[config.mk]
export PLATFORM = sky130hd
export DESIGN_NAME = mul_ctrl
export DESIGN_NICKNAME = d
export VERILOG_FILES = /design/src/rtl/mul_pkg.sv /design/src/rtl/mul_ctrl.sv
export VERILOG_INCLUDE_DIRS = /design/src /design/src/rtl
export SDC_FILE = /design/constraint.sdc
export NUM_CORES = 1
export LEC_CHECK = 0
export ABC_AREA = 0
export ABC_CLOCK_PERIOD_IN_PS = 1050
export BUFFER_PORTS_ARGS = -buffer_cell sky130_fd_sc_hd__buf_2
export CORE_AREA = 4 4 41 43
export CTS_BUF_LIST = sky130_fd_sc_hd__clkbuf_4 sky130_fd_sc_hd__clkbuf_8
export CTS_CLUSTER_SIZE = 40
export DETAILED_ROUTE_END_ITERATION = 7
export DIE_AREA = 0 0 45 47
export GPL_TIMING_DRIVEN = 0
export SYNTH_ARGS = -nofsm -noshare
export SYNTH_HDL_FRONTEND = slang
export SYNTH_SLANG_ARGS = --single-unit
[constraint.sdc]
create_clock -name clk -period 1.05 [get_ports clk]
set_input_delay 0.21 -clock clk [delete_from_list [all_inputs] [get_ports clk]]
set_output_delay 0.21 -clock clk [all_outputs]
set_load 0.01 [all_outputs]
[src/rtl/mul_settings.svh]
`ifndef MUL_SETTINGS_SVH
`define MUL_SETTINGS_SVH

// operand and result width
`define MUL_XLEN 64

// each operand is split into two halves of this width
`define MUL_HALF 32

// destination register tag carried alongside each op
`define MUL_TAG_W 5

// derived widths for the datapath
`define MUL_PART_W (`MUL_HALF + 1)         // half plus sign-extension bit
`define MUL_PP_W   (2 * `MUL_PART_W)       // 33x33 signed product
`define MUL_WIDE_W (2 * `MUL_XLEN + 2)     // accumulator, two guard bits

`endif

[src/rtl/mul_pkg.sv]
`include "mul_settings.svh"

package mul_pkg;

  // full-width operand or result
  typedef logic [`MUL_XLEN-1:0] xlen_t;

  // one half of an operand with its extension bit on top
  typedef logic [`MUL_PART_W-1:0] part_t;

  // signed product of two parts
  typedef logic [`MUL_PP_W-1:0] pprod_t;

  // alignment and sum vector for the second stage
  typedef logic [`MUL_WIDE_W-1:0] wide_t;

  // destination tag
  typedef logic [`MUL_TAG_W-1:0] tag_t;

  // op code, low two bits of funct3
  typedef logic [1:0] mul_fn_t;

  localparam mul_fn_t FN_MUL    = 2'd0;
  localparam mul_fn_t FN_MULH   = 2'd1;
  localparam mul_fn_t FN_MULHSU = 2'd2;
  localparam mul_fn_t FN_MULHU  = 2'd3;

  // occupancy of the partial-product stage
  typedef enum logic {
    STG_EMPTY,
    STG_FULL
  } stg_state_e;

endpackage

[src/rtl/mul_ctrl.sv]
module mul_ctrl (
  input  logic             clk,
  input  logic             rst_n,
  input  logic             in_valid,
  input  logic             flush,
  input  mul_pkg::mul_fn_t op,
  input  logic             word,
  input  mul_pkg::tag_t    tag,
  output logic             load,
  output logic             a_signed,
  output logic             b_signed,
  output logic             sel_hi_q,
  output logic             word_q,
  output logic             out_valid,
  output mul_pkg::tag_t    out_tag
);

  mul_pkg::stg_state_e state_q;
  mul_pkg::stg_state_e state_d;
  logic                sel_hi;    // decoded, not yet registered

  // no back-pressure, the stage empties every cycle
  assign load = in_valid & ~flush;

  // operand signedness and result half from the op code
  always_comb begin
    a_signed = 1'b1;
    b_signed = 1'b0;
    sel_hi   = 1'b1;
    case (op)
      mul_pkg::FN_MUL: begin
        // low 64 bits do not depend on signedness
        sel_hi = 1'b0;
      end
      mul_pkg::FN_MULH: begin
        b_signed = 1'b1;
      end
      mul_pkg::FN_MULHSU: begin
        b_signed = 1'b0;          // rs2 unsigned
      end
      mul_pkg::FN_MULHU: begin
        a_signed = 1'b0;
      end
      default: begin
        sel_hi = 1'b0;
      end
    endcase
  end

  // stage occupancy
  always_comb begin
    state_d = state_q;
    case (state_q)
      mul_pkg::STG_EMPTY: begin
        if (load) begin
          state_d = mul_pkg::STG_FULL;
        end
      end
      mul_pkg::STG_FULL: begin
        // result leaves this cycle; refill only on a new accept
        // flush blocks load, so a flushed stage drains here too
        if (!load) begin
          state_d = mul_pkg::STG_EMPTY;
        end
      end
      default: begin
        state_d = mul_pkg::STG_EMPTY;
      end
    endcase
  end

  always_ff @(posedge clk or negedge rst_n) begin
    if (!rst_n) begin
      state_q  <= mul_pkg::STG_EMPTY;
      sel_hi_q <= 1'b0;
      word_q   <= 1'b0;
    end else begin
      state_q <= state_d;
      if (load) begin
        sel_hi_q <= sel_hi;
        word_q   <= word;   // only meaningful with MUL, gives MULW
      end
    end
  end

  // tag is payload, follows the partial products
  always_ff @(posedge clk) begin
    if (load) begin
      out_tag <= tag;
    end
  end

  // flush kills the op presented this cycle
  assign out_valid = (state_q == mul_pkg::STG_FULL) & ~flush;

  // word is a MUL modifier only
  a_word_only_mul: assert property (
    @(posedge clk) disable iff (!rst_n)
    load |-> (!word || op == mul_pkg::FN_MUL)
  ) else $error("word set on a non-MUL op");

  // every result is one cycle behind its acceptance
  a_valid_after_load: assert property (
    @(posedge clk) disable iff (!rst_n)
    out_valid |-> $past(load)
  ) else $error("out_valid without acceptance one cycle earlier");

endmodule

==> reports/qor.txt <==
Skew-Pair Late Insertion Delay: 250 ps
gpl congestion: 0.608
Reg-to-Reg Start: word_q
Pre-antenna DRT Iters: 2
most frequent cells in the layout: 21 x buf_2, 5 x edfxtp_1, 4 x clkbuf_4
post-route setup slack: -65.0 ps
Initial Util: 0.223
cell chain of the critical path: and2b_2 > buf_6
Clk Tree Root Cell: clkbuf_4
Reg2Reg Depth: 1
Area growth syn-to-layout: 68.1%
Seq cells post-synth: 8
die width: 45 µm
RSZ-0062 raised after global routing: yes
Setup crit end kind: output pin
diodes inserted: 0
height of the chip: 47 µm
Max Cap Violations: 0
Setup CP Type: reg -> out
Critical Path Source: state_q
DRC viols: 0
Final ANT Viol Nets: 0
slowest stage delay, CP: 350 ps
final-report setup violation count: 1
Gate Count Post-Synth: 16
WL final: 629 µm
FF-to-FF End: word_q
placed insts: 53
worst path arrival time: 900 ps
Crit-path slowest cell: dfrtp_1
Iteration-0 DRC Markers: 4
via/cell ratio: 3.80
CP top delay family: flip-flops
flop2flop setup slack: 300 ps
vias in the first global route: 266
Post-Layout Cell Count: 61
Syn Std Cell Area: 290 µm²
CTS H-tree lvls: 1
crit path capture: out_valid
final setup TNS: -65.0 ps
CP Depth: 2
first-pass GRT wire length: 1000 µm
total global routing overflow: 0
skew final: 0 ps
pwr/cell area: 1550 nW/µm²
GR Util All Layers: 0.0702
Net Count, Synth: 28
DIE AREA: 2120 µm²
Syn Area/Cell: 18.1 µm²
Port Buffers: 22
yosys warns: 0
Via Count: 232
Hold Fails Final Rpt: 0
initial antenna violation count: 0
CP bufs+invs: 1
unique cell type count in the Yosys netlist: 10
post-synthesis sequential area ratio: 0.776
CTS tree: yes
maximum root-to-sink buffer count: 2
Worst-Margin Slew: 102 ps
max frequency: 0.897 GHz
share of cells above drive strength 1: 0.696
Worst-path clk slew: 60 ps
fin crit period: 1110 ps
commonest non-fill, non-tap cell in the layout: buf_2
status: finished, violations left
LEAKAGE: 0.246 nW
HPWL Detailed: 509 µm
largest net degree at the start of global routing: 10
Hold Crit Class: in -> reg
CP Max Fanout: 1
row cnt: 13
WP data required: 840 ps
worst vdd ir: 0.489 mV
headroom to the max-slew limit: 0.930
CORE AREA: 1300 µm²
Final period util: 1.06
failing checks: negative setup slack
IO Pins: 23
Layout Nets: 59
clk sink count: 8
routed length per instance: 10.3 µm
final slew viol count: 0
startpoint types: flop
CTS Buf Count: 3
==> through the flow <==
step	power (W)	util	setup slack, ps	hold slack [ps]	instance area (µm²)
floorplan	0.000421	-	138	-85.6	290
global placement	0.000477	0.322	19.4	9.71	419
detailed placement	0.000478	0.322	0.542	11.5	419
CTS	0.000767	0.358	-79.8	124	465
global route	0.000797	0.375	-103	129	488
finish	0.000757	0.375	-65.0	133	488
==> where the power goes <==
group,total [W],internal [W],leakage [nW],switching (W)
sequential,0.000371,0.000363,0.0818,0.00000823
clock,0.000274,0.000171,0.0184,0.000103
combinational,0.000112,0.0000626,0.146,0.0000497
total,0.000757,0.000596,0.246,0.000161
==> cells in the mapped netlist <==
cell type / n / area, µm²
nor2b_1: 1 / 6.26
edfxtp_1: 5 / 150
mux2_4: 1 / 15.0
nor2_1: 1 / 3.75
and2b_2: 1 / 8.76
nand2_1: 1 / 3.75
nor2b_4: 1 / 13.8
dfrtp_1: 3 / 75.1
mux2i_1: 1 / 10.0
inv_1: 1 / 3.75
==> worst min-delay path by stage <==
| stage | from | endpoint | slack, ps | cells after the start |
|---|---|---|---|---|
| after floorplan | rst_n | sel_hi_q | -90 | 0 |
| after global placement | rst_n | state_q | 10 | 1 |
| after detailed placement | rst_n | state_q | 10 | 1 |
| after global routing | tag[4] | out_tag[4] | 130 | 1 |
| after CTS | tag[4] | out_tag[4] | 120 | 1 |
| final | tag[4] | out_tag[4] | 130 | 1 |
==> area by class of cell <==
cell class,count,area (µm²)
sequential,8,225
multi-input combinational,7,61.3
fill,142,813
tap,15,18.8
timing repair buffer,26,149
clock buffer,4,30.0
inverter,1,3.75
==> state kept, by name (all words and copies together), names as in the netlist <==
signal    cells
state_q       1
sel_hi_q      1
out_tag       5
word_q        1
==> cell families (layout without fill, tap and decap cells) <==
family,Yosys count,count (layout),share of synthesized area
buffers and inverters,1,31,0.0129
flip-flops,8,8,0.776
multiplexers,2,2,0.0862
AND/OR/NAND/NOR,5,5,0.125
==> metal layers <==
layer / global-route usage / wire [µm] / vias to the layer above
met4: 0.0351 / 0 / 0
met3: 0.0460 / 123 / 0
met5: 0 / 0 / -
li1: - / - / 114
met1: 0.0724 / 257 / 96
met2: 0.110 / 247 / 22
==> repair_timing <==
action | in CTS | in global routing
buffers inserted | 0 | 3
endpoints found under the setup margin | 1 | 2
pin swaps | 0 | 0
gates resized for setup | 1 | 0
endpoints found under the hold margin | 3 | 0
hold buffers | 1 | 0
Note: power is estimated with default switching activity, not from simulation.
