### src/rtl/mul_settings.svh
`ifndef MUL_SETTINGS_SVH
`define MUL_SETTINGS_SVH

// operand and result width
`define MUL_XLEN 64

// each operand is split into two halves of this width
`define MUL_HALF 32

// destination register tag carried alongside each op
`define MUL_TAG_W 5

// derived widths for the datapath
`define MUL_PART_W (`MUL_HALF + 1)         // half plus sign-extension bit
`define MUL_PP_W   (2 * `MUL_PART_W)       // 33x33 signed product
`define MUL_WIDE_W (2 * `MUL_XLEN + 2)     // accumulator, two guard bits

`endif

### src/rtl/mul_pkg.sv
`include "mul_settings.svh"

package mul_pkg;

  // full-width operand or result
  typedef logic [`MUL_XLEN-1:0] xlen_t;

  // one half of an operand with its extension bit on top
  typedef logic [`MUL_PART_W-1:0] part_t;

  // signed product of two parts
  typedef logic [`MUL_PP_W-1:0] pprod_t;

  // alignment and sum vector for the second stage
  typedef logic [`MUL_WIDE_W-1:0] wide_t;

  // destination tag
  typedef logic [`MUL_TAG_W-1:0] tag_t;

  // op code, low two bits of funct3
  typedef logic [1:0] mul_fn_t;

  localparam mul_fn_t FN_MUL    = 2'd0;
  localparam mul_fn_t FN_MULH   = 2'd1;
  localparam mul_fn_t FN_MULHSU = 2'd2;
  localparam mul_fn_t FN_MULHU  = 2'd3;

  // occupancy of the partial-product stage
  typedef enum logic {
    STG_EMPTY,
    STG_FULL
  } stg_state_e;

endpackage

### src/rtl/mul_accum.sv
`include "mul_settings.svh"

module mul_accum (
  input  mul_pkg::pprod_t pp_ll,
  input  mul_pkg::pprod_t pp_lh,
  input  mul_pkg::pprod_t pp_hl,
  input  mul_pkg::pprod_t pp_hh,
  input  logic            sel_hi,
  input  logic            word,
  output mul_pkg::xlen_t  result
);

  mul_pkg::wide_t ll_ext;
  mul_pkg::wide_t lh_ext;
  mul_pkg::wide_t hl_ext;
  mul_pkg::wide_t hh_ext;
  mul_pkg::wide_t sum;

  // ll has a zero top bit in both parts, plain zero-extend
  assign ll_ext = {{(`MUL_WIDE_W - `MUL_PP_W){1'b0}}, pp_ll};

  // cross terms sit at bit 32 and keep their sign
  assign lh_ext = {
    {(`MUL_WIDE_W - `MUL_PP_W - `MUL_HALF){pp_lh[`MUL_PP_W-1]}},
    pp_lh,
    {`MUL_HALF{1'b0}}
  };
  assign hl_ext = {
    {(`MUL_WIDE_W - `MUL_PP_W - `MUL_HALF){pp_hl[`MUL_PP_W-1]}},
    pp_hl,
    {`MUL_HALF{1'b0}}
  };

  // hh fills the top exactly, no extension left
  assign hh_ext = {pp_hh, {`MUL_XLEN{1'b0}}};

  // bits above 127 wrap, only 127:0 are used
  assign sum = ll_ext + lh_ext + hl_ext + hh_ext;

  always_comb begin
    if (sel_hi) begin
      result = sum[2*`MUL_XLEN-1:`MUL_XLEN];
    end else if (word) begin
      // MULW, sign-extend the low word
      result = {{(`MUL_XLEN - `MUL_HALF){sum[`MUL_HALF-1]}}, sum[`MUL_HALF-1:0]};
    end else begin
      result = sum[`MUL_XLEN-1:0];
    end
  end

  // word only comes with MUL, so it never meets sel_hi
  always_comb begin
    a_sel_excl: assert final (!(sel_hi && word))
      else $error("sel_hi and word both set");
  end

endmodule

### config.mk
export PLATFORM = sky130hd
export DESIGN_NAME = mul_accum
export DESIGN_NICKNAME = d
export VERILOG_FILES = /design/src/rtl/mul_pkg.sv /design/src/rtl/mul_accum.sv
export VERILOG_INCLUDE_DIRS = /design/src /design/src/rtl
export SDC_FILE = /design/constraint.sdc
export NUM_CORES = 1
export LEC_CHECK = 0
export BUFFER_PORTS_ARGS = -buffer_cell sky130_fd_sc_hd__buf_2
export CELL_PAD_IN_SITES_DETAIL_PLACEMENT = 0
export CELL_PAD_IN_SITES_GLOBAL_PLACEMENT = 1
export CORE_MARGIN = 2
export CORE_UTILIZATION = 37
export DETAILED_ROUTE_END_ITERATION = 16
export PLACE_DENSITY_LB_ADDON = 0.25
export SYNTH_ARGS = -nofsm -noshare
export SYNTH_HDL_FRONTEND = slang
export SYNTH_SLANG_ARGS = --single-unit
### constraint.sdc
create_clock -name vclk -period 12.4
set_clock_uncertainty 0.1 [all_clocks]
set_input_delay 1.86 -clock vclk [all_inputs]
set_output_delay 1.86 -clock vclk [all_outputs]
set_load 0.01 [all_outputs]
==> results of run 1 <==
cells by family after synthesis:
logic type               after synthesis  synth area share [%]
buffers and inverters                 85                  3.46
AO/OA/AOI/OAI                        510                  34.3
AND/OR/NAND/NOR                      347                  18.2
adder cells (fa/ha/maj)              199                  29.5
multiplexers                          30                  3.59
XOR/XNOR                             117                  10.9
critical path, cell delays in order:
cell       delay [ps]
buf_2             110
fa_1              550
ha_1              430
a21o_1            210
a21o_1            170
a21oi_1           210
o221ai_1          130
a21oi_1           400
o21ai_1           290
a31oi_2           410
nor3_2            140
nor4b_2           530
o41ai_1           140
xor2_1            160
ha_1              450
a211oi_1          120
o21bai_1          290
o21bai_1          160
a2111oi_2         490
o21a_1            180
o211ai_1          170
o211ai_2          240
nand2_1           120
o311ai_1          350
xnor2_1           160
a21oi_1            80
buf_2             190
power breakdown:
group | internal [mW] | switching [mW]
sequential | 0 | 0
clock | 0 | 0
combinational | 0.535 | 0.753
routing by layer:
metal  up-vias  GRT usage, %
met5         -             0
met4         0          1.89
met3        12         0.889
met2       302          40.2
met1      4854          34.6
li1       5426             -
layout by cell type (no fill, tap or decap), drive strengths merged, types with 20 or more instances in the layout:
cell type	instances
ha	163
xor2	47
a21oi	202
nand4	29
xnor2	70
and3	20
fa	36
nand3	32
buf	330
nor3	27
o21ai	92
inv	35
mux2	29
a21o	76
nand2	100
o21bai	31
nor2	77
worst max path at each step:
| stage | from | to | slack (ps) | cells after the start |
|---|---|---|---|---|
| 6_report | pp_ll[43] | result[63] | 1680 | 27 |
| 5_1_grt | pp_ll[33] | result[55] | 1220 | 28 |
| 2_1_floorplan | pp_ll[33] | result[63] | 2350 | 25 |
| 4_1_cts | pp_ll[33] | result[55] | 1670 | 28 |
| 3_5_place_dp | pp_ll[33] | result[55] | 1720 | 28 |
| 3_3_place_gp | pp_ll[33] | result[55] | 1760 | 28 |
area by class of cell:
| type | count | area [um^2] | share of cell area, % |
|---|---|---|---|
| multi-input combinational | 1203 | 9040 | 80.4 |
| timing repair buffer | 330 | 1660 | 14.7 |
| tap | 330 | 413 | 3.67 |
| inverter | 36 | 135 | 1.20 |
metrics by stage:
step	hold WS, ps	power, mW	setup WS [ps]
floorplan	3760	0.899	2350
global placement	3930	1.27	1760
detailed placement	3930	1.27	1720
CTS	3930	1.28	1670
global route	3940	1.43	1220
finish	3930	1.29	1680
==> run metrics, run 1 <==
Starting Density between 30% and 40%; uppermost layer routed met4; 1st-pass router iterations 5; total wire length 32800 um; Final Slew Violations 0; drt drc 0; vias in the first global route around 10000; CP arrival between 8000 and 9000 ps; std cell rows between 50 and 60; Routed Antenna Nets 0; via/cell ratio 5.58; Die Ht 163 um; met2 wire length between 10000 and 15000 um; initial antenna violation count 0; min-delay worst type in -> out; Max-Cap Viols 0; DR iter-0 viols between 600 and 700; leading area contributor after synthesis ha_1; CP endpoint kind output port; status completed; routed wl met3 about 1500 um; port buffer count about 330; Post-DP HPWL between 20000 and 30000 um; total gr overflow 0; RSZ-0062 raised after global routing false; cts hold-fix bufs 0; Yosys top cell area share 21.8%; routed metal-1 wirelength 16000 um; synthesized area around 9400 um^2; min cycle time layout between 10000 and 15000 ps; Leak around 5.5 nW; synth unique cells 72; fin crit share ~86%; Avg Cell Area, Syn approximately 7.3 um^2; # Post-CTS Setup Buffers 0; Hold Crit Start pp_ll[26]; Total GRT Usage a little under a quarter; die area roughly 27000 um^2; clk_buf instances 0; synth top area cells ha_1 (22%), a21oi_1 (11%), fa_1 (7.7%), xnor2_1 (6.5%), a21o_1 (6.1%); Slew headroom ~35%; Mapped Cells 1288; largest net degree at the start of global routing between 80 and 90; final instance area 11200 um^2; filler instances 2707; DR WL/cell between 15 and 20 um; commonest cells in the netlist a21oi_1 (202), ha_1 (163), nand2_1 (100), nor2_1 (77), a21o_1 (76); post-cts sizing count 0; Mapped Nets ~1800; sequential cell count 0; Final setup viols 0; placed cell area 11200 um^2; sequential share of the synthesized area 0%; Die Span X between 150 and 200 um; Final Non-Filler Cells 1899; RD Place Congestion 0.908; PD cells 115 nW/um^2; Worst EP required about 10000 ps; critical path fanouts, max 7; register area 0 um^2; Core Util, Final 44.9%; measured slew at the worst slew-check pin about 970 ps; Final Hold Viols 0; hold path cells 3; Max Clock Freq 93.3 MHz; nets slightly above 2000; fraction of layout cells with a size suffix above 1 between 20% and 30%; Crit Path Class in -> out; setup_tns 0 ps; core footprint between 20000 and 30000 um^2; maximum VDD drop 0.0574 mV; ANT cells 0; most common cell in the netlist a21oi_1; dpl cells 1899; WHS Endpoint result[26]; Ports 330; crit path launch type input port; first-pass GRT wire length 51300 um; warnings from Yosys 0; vias between 10000 and 15000; layout overhead on the synthesized area 20.1%
No activity file was read; power rests on OpenSTA's default activity.
==> inputs of run 2 (changes only) <==
--- a/config.mk
+++ b/config.mk
@@ -9,6 +9,7 @@
 export BUFFER_PORTS_ARGS = -buffer_cell sky130_fd_sc_hd__buf_2
 export CELL_PAD_IN_SITES_DETAIL_PLACEMENT = 0
 export CELL_PAD_IN_SITES_GLOBAL_PLACEMENT = 1
+export CORE_ASPECT_RATIO = 1.4
 export CORE_MARGIN = 2
 export CORE_UTILIZATION = 37
 export DETAILED_ROUTE_END_ITERATION = 16
==> run metrics, run 2 (synthesized netlist as in run 1, its figures left out) <==
status completed; Final setup viols 0 (unchanged); DR iter-0 viols 536 (-13%); Ports 330 (unchanged); PD cells 115 nW/um^2 (+0.61%); critical path fanouts, max 6 (-1); via/cell ratio 5.67 (+1.6%); commonest non-fill, non-tap cell in the layout buf_2; core footprint 24800 um^2 (-1.1%); total gr overflow 0 (unchanged); CP max-delay cell fa_1; Routed Antenna Nets 0 (unchanged); largest net degree at the start of global routing 84 (+1.2%); min cycle time layout 10800 ps (+83.2 ps); DR WL/cell 18.0 um (+4.1%); post-cts sizing count 0 (unchanged); Hold Crit Start pp_ll[19]; std cell rows 68 (+17%); CP endpoint kind output port; Worst EP required 10440 ps (about the same); register area 0 um^2 (unchanged); 1st-pass router iterations 5 (unchanged); slowest stage delay, CP 540 ps (about the same); Starting Density 37.8% (+0.42 points); Crit Path Class in -> out; dpl ws 1680 ps (-38.8 ps); maximum VDD drop 0.0638 mV (+11%); min-delay worst type in -> out; crit path launch type input port; Final Non-Filler Cells 1884 (-0.79%); vias 10700 (+0.76%); fraction of layout cells with a size suffix above 1 24.3% (unchanged); sequential cell count 0 (unchanged); vias in the first global route 10800 (+7.9%); Die Span X 138 um (-15%); Die Ht 192 um (+18%); most frequent cells in the layout buf_2 (328), a21oi_1 (202), ha_1 (163); die area 26600 um^2 (about the same); initial antenna violation count 0 (unchanged); CP arrival 8840 ps (+80 ps); Core Util, Final 45.4% (+0.43 points); fin crit share 87.1% (+0.67 points); measured slew at the worst slew-check pin 944 ps (-26.0 ps); Final Hold Viols 0 (unchanged); # Post-CTS Setup Buffers 0 (unchanged); worst hold slack 3930 ps (-0.170 ps); port buffer count 328 (unchanged); Total GRT Usage 24.5% (+0.84 points); RD Place Congestion 0.930 (+2.5%); setup_tns 0 ps (unchanged); total wire length 33900 um (+3.3%); worst setup path start pp_ll[33]; Max Clock Freq 92.6 MHz (-0.77%); most frequent CP cell a21oi_1; crit path to result[61]; Final Slew Violations 0 (unchanged); Leak 5.51 nW (unchanged); nets 2036 (unchanged); layout overhead on the synthesized area 19.9%; first-pass GRT wire length 53700 um (+4.6%); clk_buf instances 0 (unchanged); RSZ-0062 raised after global routing false; drt drc 0 (unchanged); Slew headroom 37.1% (+1.7 points); Max-Cap Viols 0 (unchanged); dpl cells 1884 (-0.79%); final worst slack 1600 ps (-83.2 ps); ANT cells 0 (unchanged); Post-DP HPWL 29800 um (+3.5%); cts hold-fix bufs 0 (unchanged)
[run 2: cell counts in the layout (fill, tap and decap cells not counted)]
No cell type changed its count.
[run 2: worst min path at each step]
stage | slack, ps | end | cells after the start
after global routing | 3940 | result[20] | 3
after global placement | 3930 | result[20] | 3
after detailed placement | 3930 | result[3] | 3
final | 3930 | result[19] | 3
after floorplan | 3760 | result[22] | 2
after CTS | 3930 | result[3] | 3
[run 2: area by class of cell]
| type | count | area (um^2) |
|---|---|---|
| Inverter | 36 | 135 |
| Multi-Input combinational cell | 1203 | 9040 |
| Tap cell | 315 | 394 |
| Fill cell | 2625 | 13500 |
| Timing Repair Buffer | 330 | 1660 |
[run 2: through the flow]
stage	area [um^2]	power [mW]
after global routing	11200	1.43
final	11200	1.29
after floorplan	9360	0.899
after detailed placement	11200	1.29
after global placement	11200	1.29
after CTS	11200	1.30
[run 2: layer usage]
layer | global-route usage (%) | share of wire [%] | vias to the layer above
met5 | 0 | 0 | -
met1 | 27.7 | 39 | 4884
met4 | 9.81 | 4.6 | 0
li1 | - | - | 5395
met3 | 1.94 | 4.5 | 67
met2 | 47.4 | 52 | 328
[run 2: worst max-delay path: cells and delay by family]
kind,cells,cell delay [ps]
compound gates,17,4210
buf+inv,2,300
fa+ha+maj,4,1560
simple gates,3,590
xor+xnor,2,320
[run 2: where the power goes]
part           internal [mW]  switching, mW  leakage, nW  total, mW
Combinational          0.535          0.758         5.51       1.29
Sequential                 0              0            0          0
Clock                      0              0            0          0
Total                  0.535          0.758         5.51       1.29
==> inputs of run 3 (changes only) <==
--- a/config.mk
+++ b/config.mk
@@ -7,9 +7,10 @@
 export NUM_CORES = 1
 export LEC_CHECK = 0
 export BUFFER_PORTS_ARGS = -buffer_cell sky130_fd_sc_hd__buf_2
+export CAP_MARGIN = 30
 export CELL_PAD_IN_SITES_DETAIL_PLACEMENT = 0
 export CELL_PAD_IN_SITES_GLOBAL_PLACEMENT = 1
-export CORE_ASPECT_RATIO = 1.4
+export CORE_ASPECT_RATIO = 1.1
 export CORE_MARGIN = 2
 export CORE_UTILIZATION = 37
 export DETAILED_ROUTE_END_ITERATION = 16
==> run metrics, run 3 (synthesized netlist as in run 1, its figures left out) <==
core footprint 25100 um^2 (+1.4%); setup_tns 0 ps (unchanged); min-delay worst type in -> out; first-pass GRT wire length 50700 um (-5.5%); Die Ht 171 um (-11%); CP endpoint kind output port; DR WL/cell 17.7 um (-1.4%); Core Util, Final 44.7% (-0.63 points); total gr overflow 0 (unchanged); drt drc 0 (unchanged); cts hold-fix bufs 0 (unchanged); DR iter-0 viols 555 (+3.5%); Leak 5.51 nW (unchanged); Final Hold Viols 0 (unchanged); RSZ-0062 raised after global routing false; sequential cell count 0 (unchanged); port buffer count 328 (unchanged); Crit Path Class in -> out; critical path fanouts, max 5 (-1); measured slew at the worst slew-check pin 975 ps (+31.4 ps); Starting Density 37.3% (-0.53 points); nets 2036 (unchanged); Final setup viols 0 (unchanged); vias in the first global route 10100 (-6.1%); min cycle time layout 10860 ps (+57.9 ps); Routed Antenna Nets 0 (unchanged); area of the multi-input gates 9040 um^2 (unchanged); via/cell ratio 5.66 (-0.18%); die area 26600 um^2 (about the same); ANT cells 0 (unchanged); worst hold slack 3930 ps (+0.0300 ps); clk_buf instances 0 (unchanged); Max Clock Freq 92.1 MHz (-0.53%); # Post-CTS Setup Buffers 0 (unchanged); Final Slew Violations 0 (unchanged); Total GRT Usage 23.5% (-1.0 points); most frequent cells in the layout buf_2 (328), a21oi_1 (202), ha_1 (163); Worst EP required 10440 ps (about the same); filler instances 2727 (+3.9%); most frequent CP cell o21ai_1; crit path launch type input port; 1st-pass router iterations 5 (unchanged); register area 0 um^2 (unchanged); Slew headroom 35.0% (-2.1 points); std cell rows 61 (-10%); status completed; fraction of layout cells with a size suffix above 1 24.3% (unchanged); CP arrival 8900 ps (+60 ps); layout overhead on the synthesized area 19.9% (unchanged); maximum VDD drop 0.0487 mV (-24%); Ports 330 (unchanged); RD Place Congestion 0.945 (+1.6%); Max-Cap Viols 0 (unchanged); initial antenna violation count 0 (unchanged); fin crit share 87.6% (+0.47 points); Die Span X 156 um (+12%); total wire length 33400 um (-1.4%); PD cells 116 nW/um^2 (+0.25%); Post-DP HPWL 29200 um (-2.0%); post-cts sizing count 0 (unchanged); slowest stage delay, CP 770 ps (+230 ps); largest net degree at the start of global routing 84 (unchanged); CP max-delay cell a2111oi_0; vias 10700 (-0.18%); commonest non-fill, non-tap cell in the layout buf_2
## run 3: layout make-up
| class | instances | share of cell area [%] |
|---|---|---|
| well taps | 315 | 3.51 |
| inverters | 36 | 1.20 |
| repair buffers | 330 | 14.8 |
| multi-input cells | 1203 | 80.5 |
## run 3: power breakdown
group / leakage [nW] / total, mW / switching (mW) / internal, mW
combinational: 5.51 / 1.30 / 0.762 / 0.535
clock: 0 / 0 / 0 / 0
sequential: 0 / 0 / 0 / 0
## run 3: worst paths after layout
check	to	cells past startpoint	slack (ps)	startpoint
setup / recovery	result[60]	28	1540	pp_ll[33]
hold / removal	result[17]	3	3930	pp_ll[17]
## run 3: per-stage QoR
step / setup slack, ps / instances / power [mW] / cell area [um^2]
finish: 1540 / 1884 / 1.30 / 11200
global route: 1180 / 1884 / 1.42 / 11200
CTS: 1720 / 1884 / 1.29 / 11200
detailed placement: 1740 / 1884 / 1.28 / 11200
global placement: 1760 / 1884 / 1.28 / 11200
floorplan: 2350 / 1288 / 0.899 / 9360
## run 3: metal layers
layer	wire (um)	share of wire, %	vias to the layer above	track usage, %
met5	0	0	-	0
met2	16500	49	319	43.5
met3	1540	4.6	34	1.19
li1	-	-	5391	-
met4	726	2.2	0	4.55
met1	14700	44	4911	30.3
## run 3: critical path, delay by kind of cell
family,cells,cell delay (ps)
AOI/OAI and AO/OA,16,4260
adders and majority gates,4,1570
and+or+nand+nor,4,690
buffers and inverters,2,260
xor gates and xnor gates,2,260
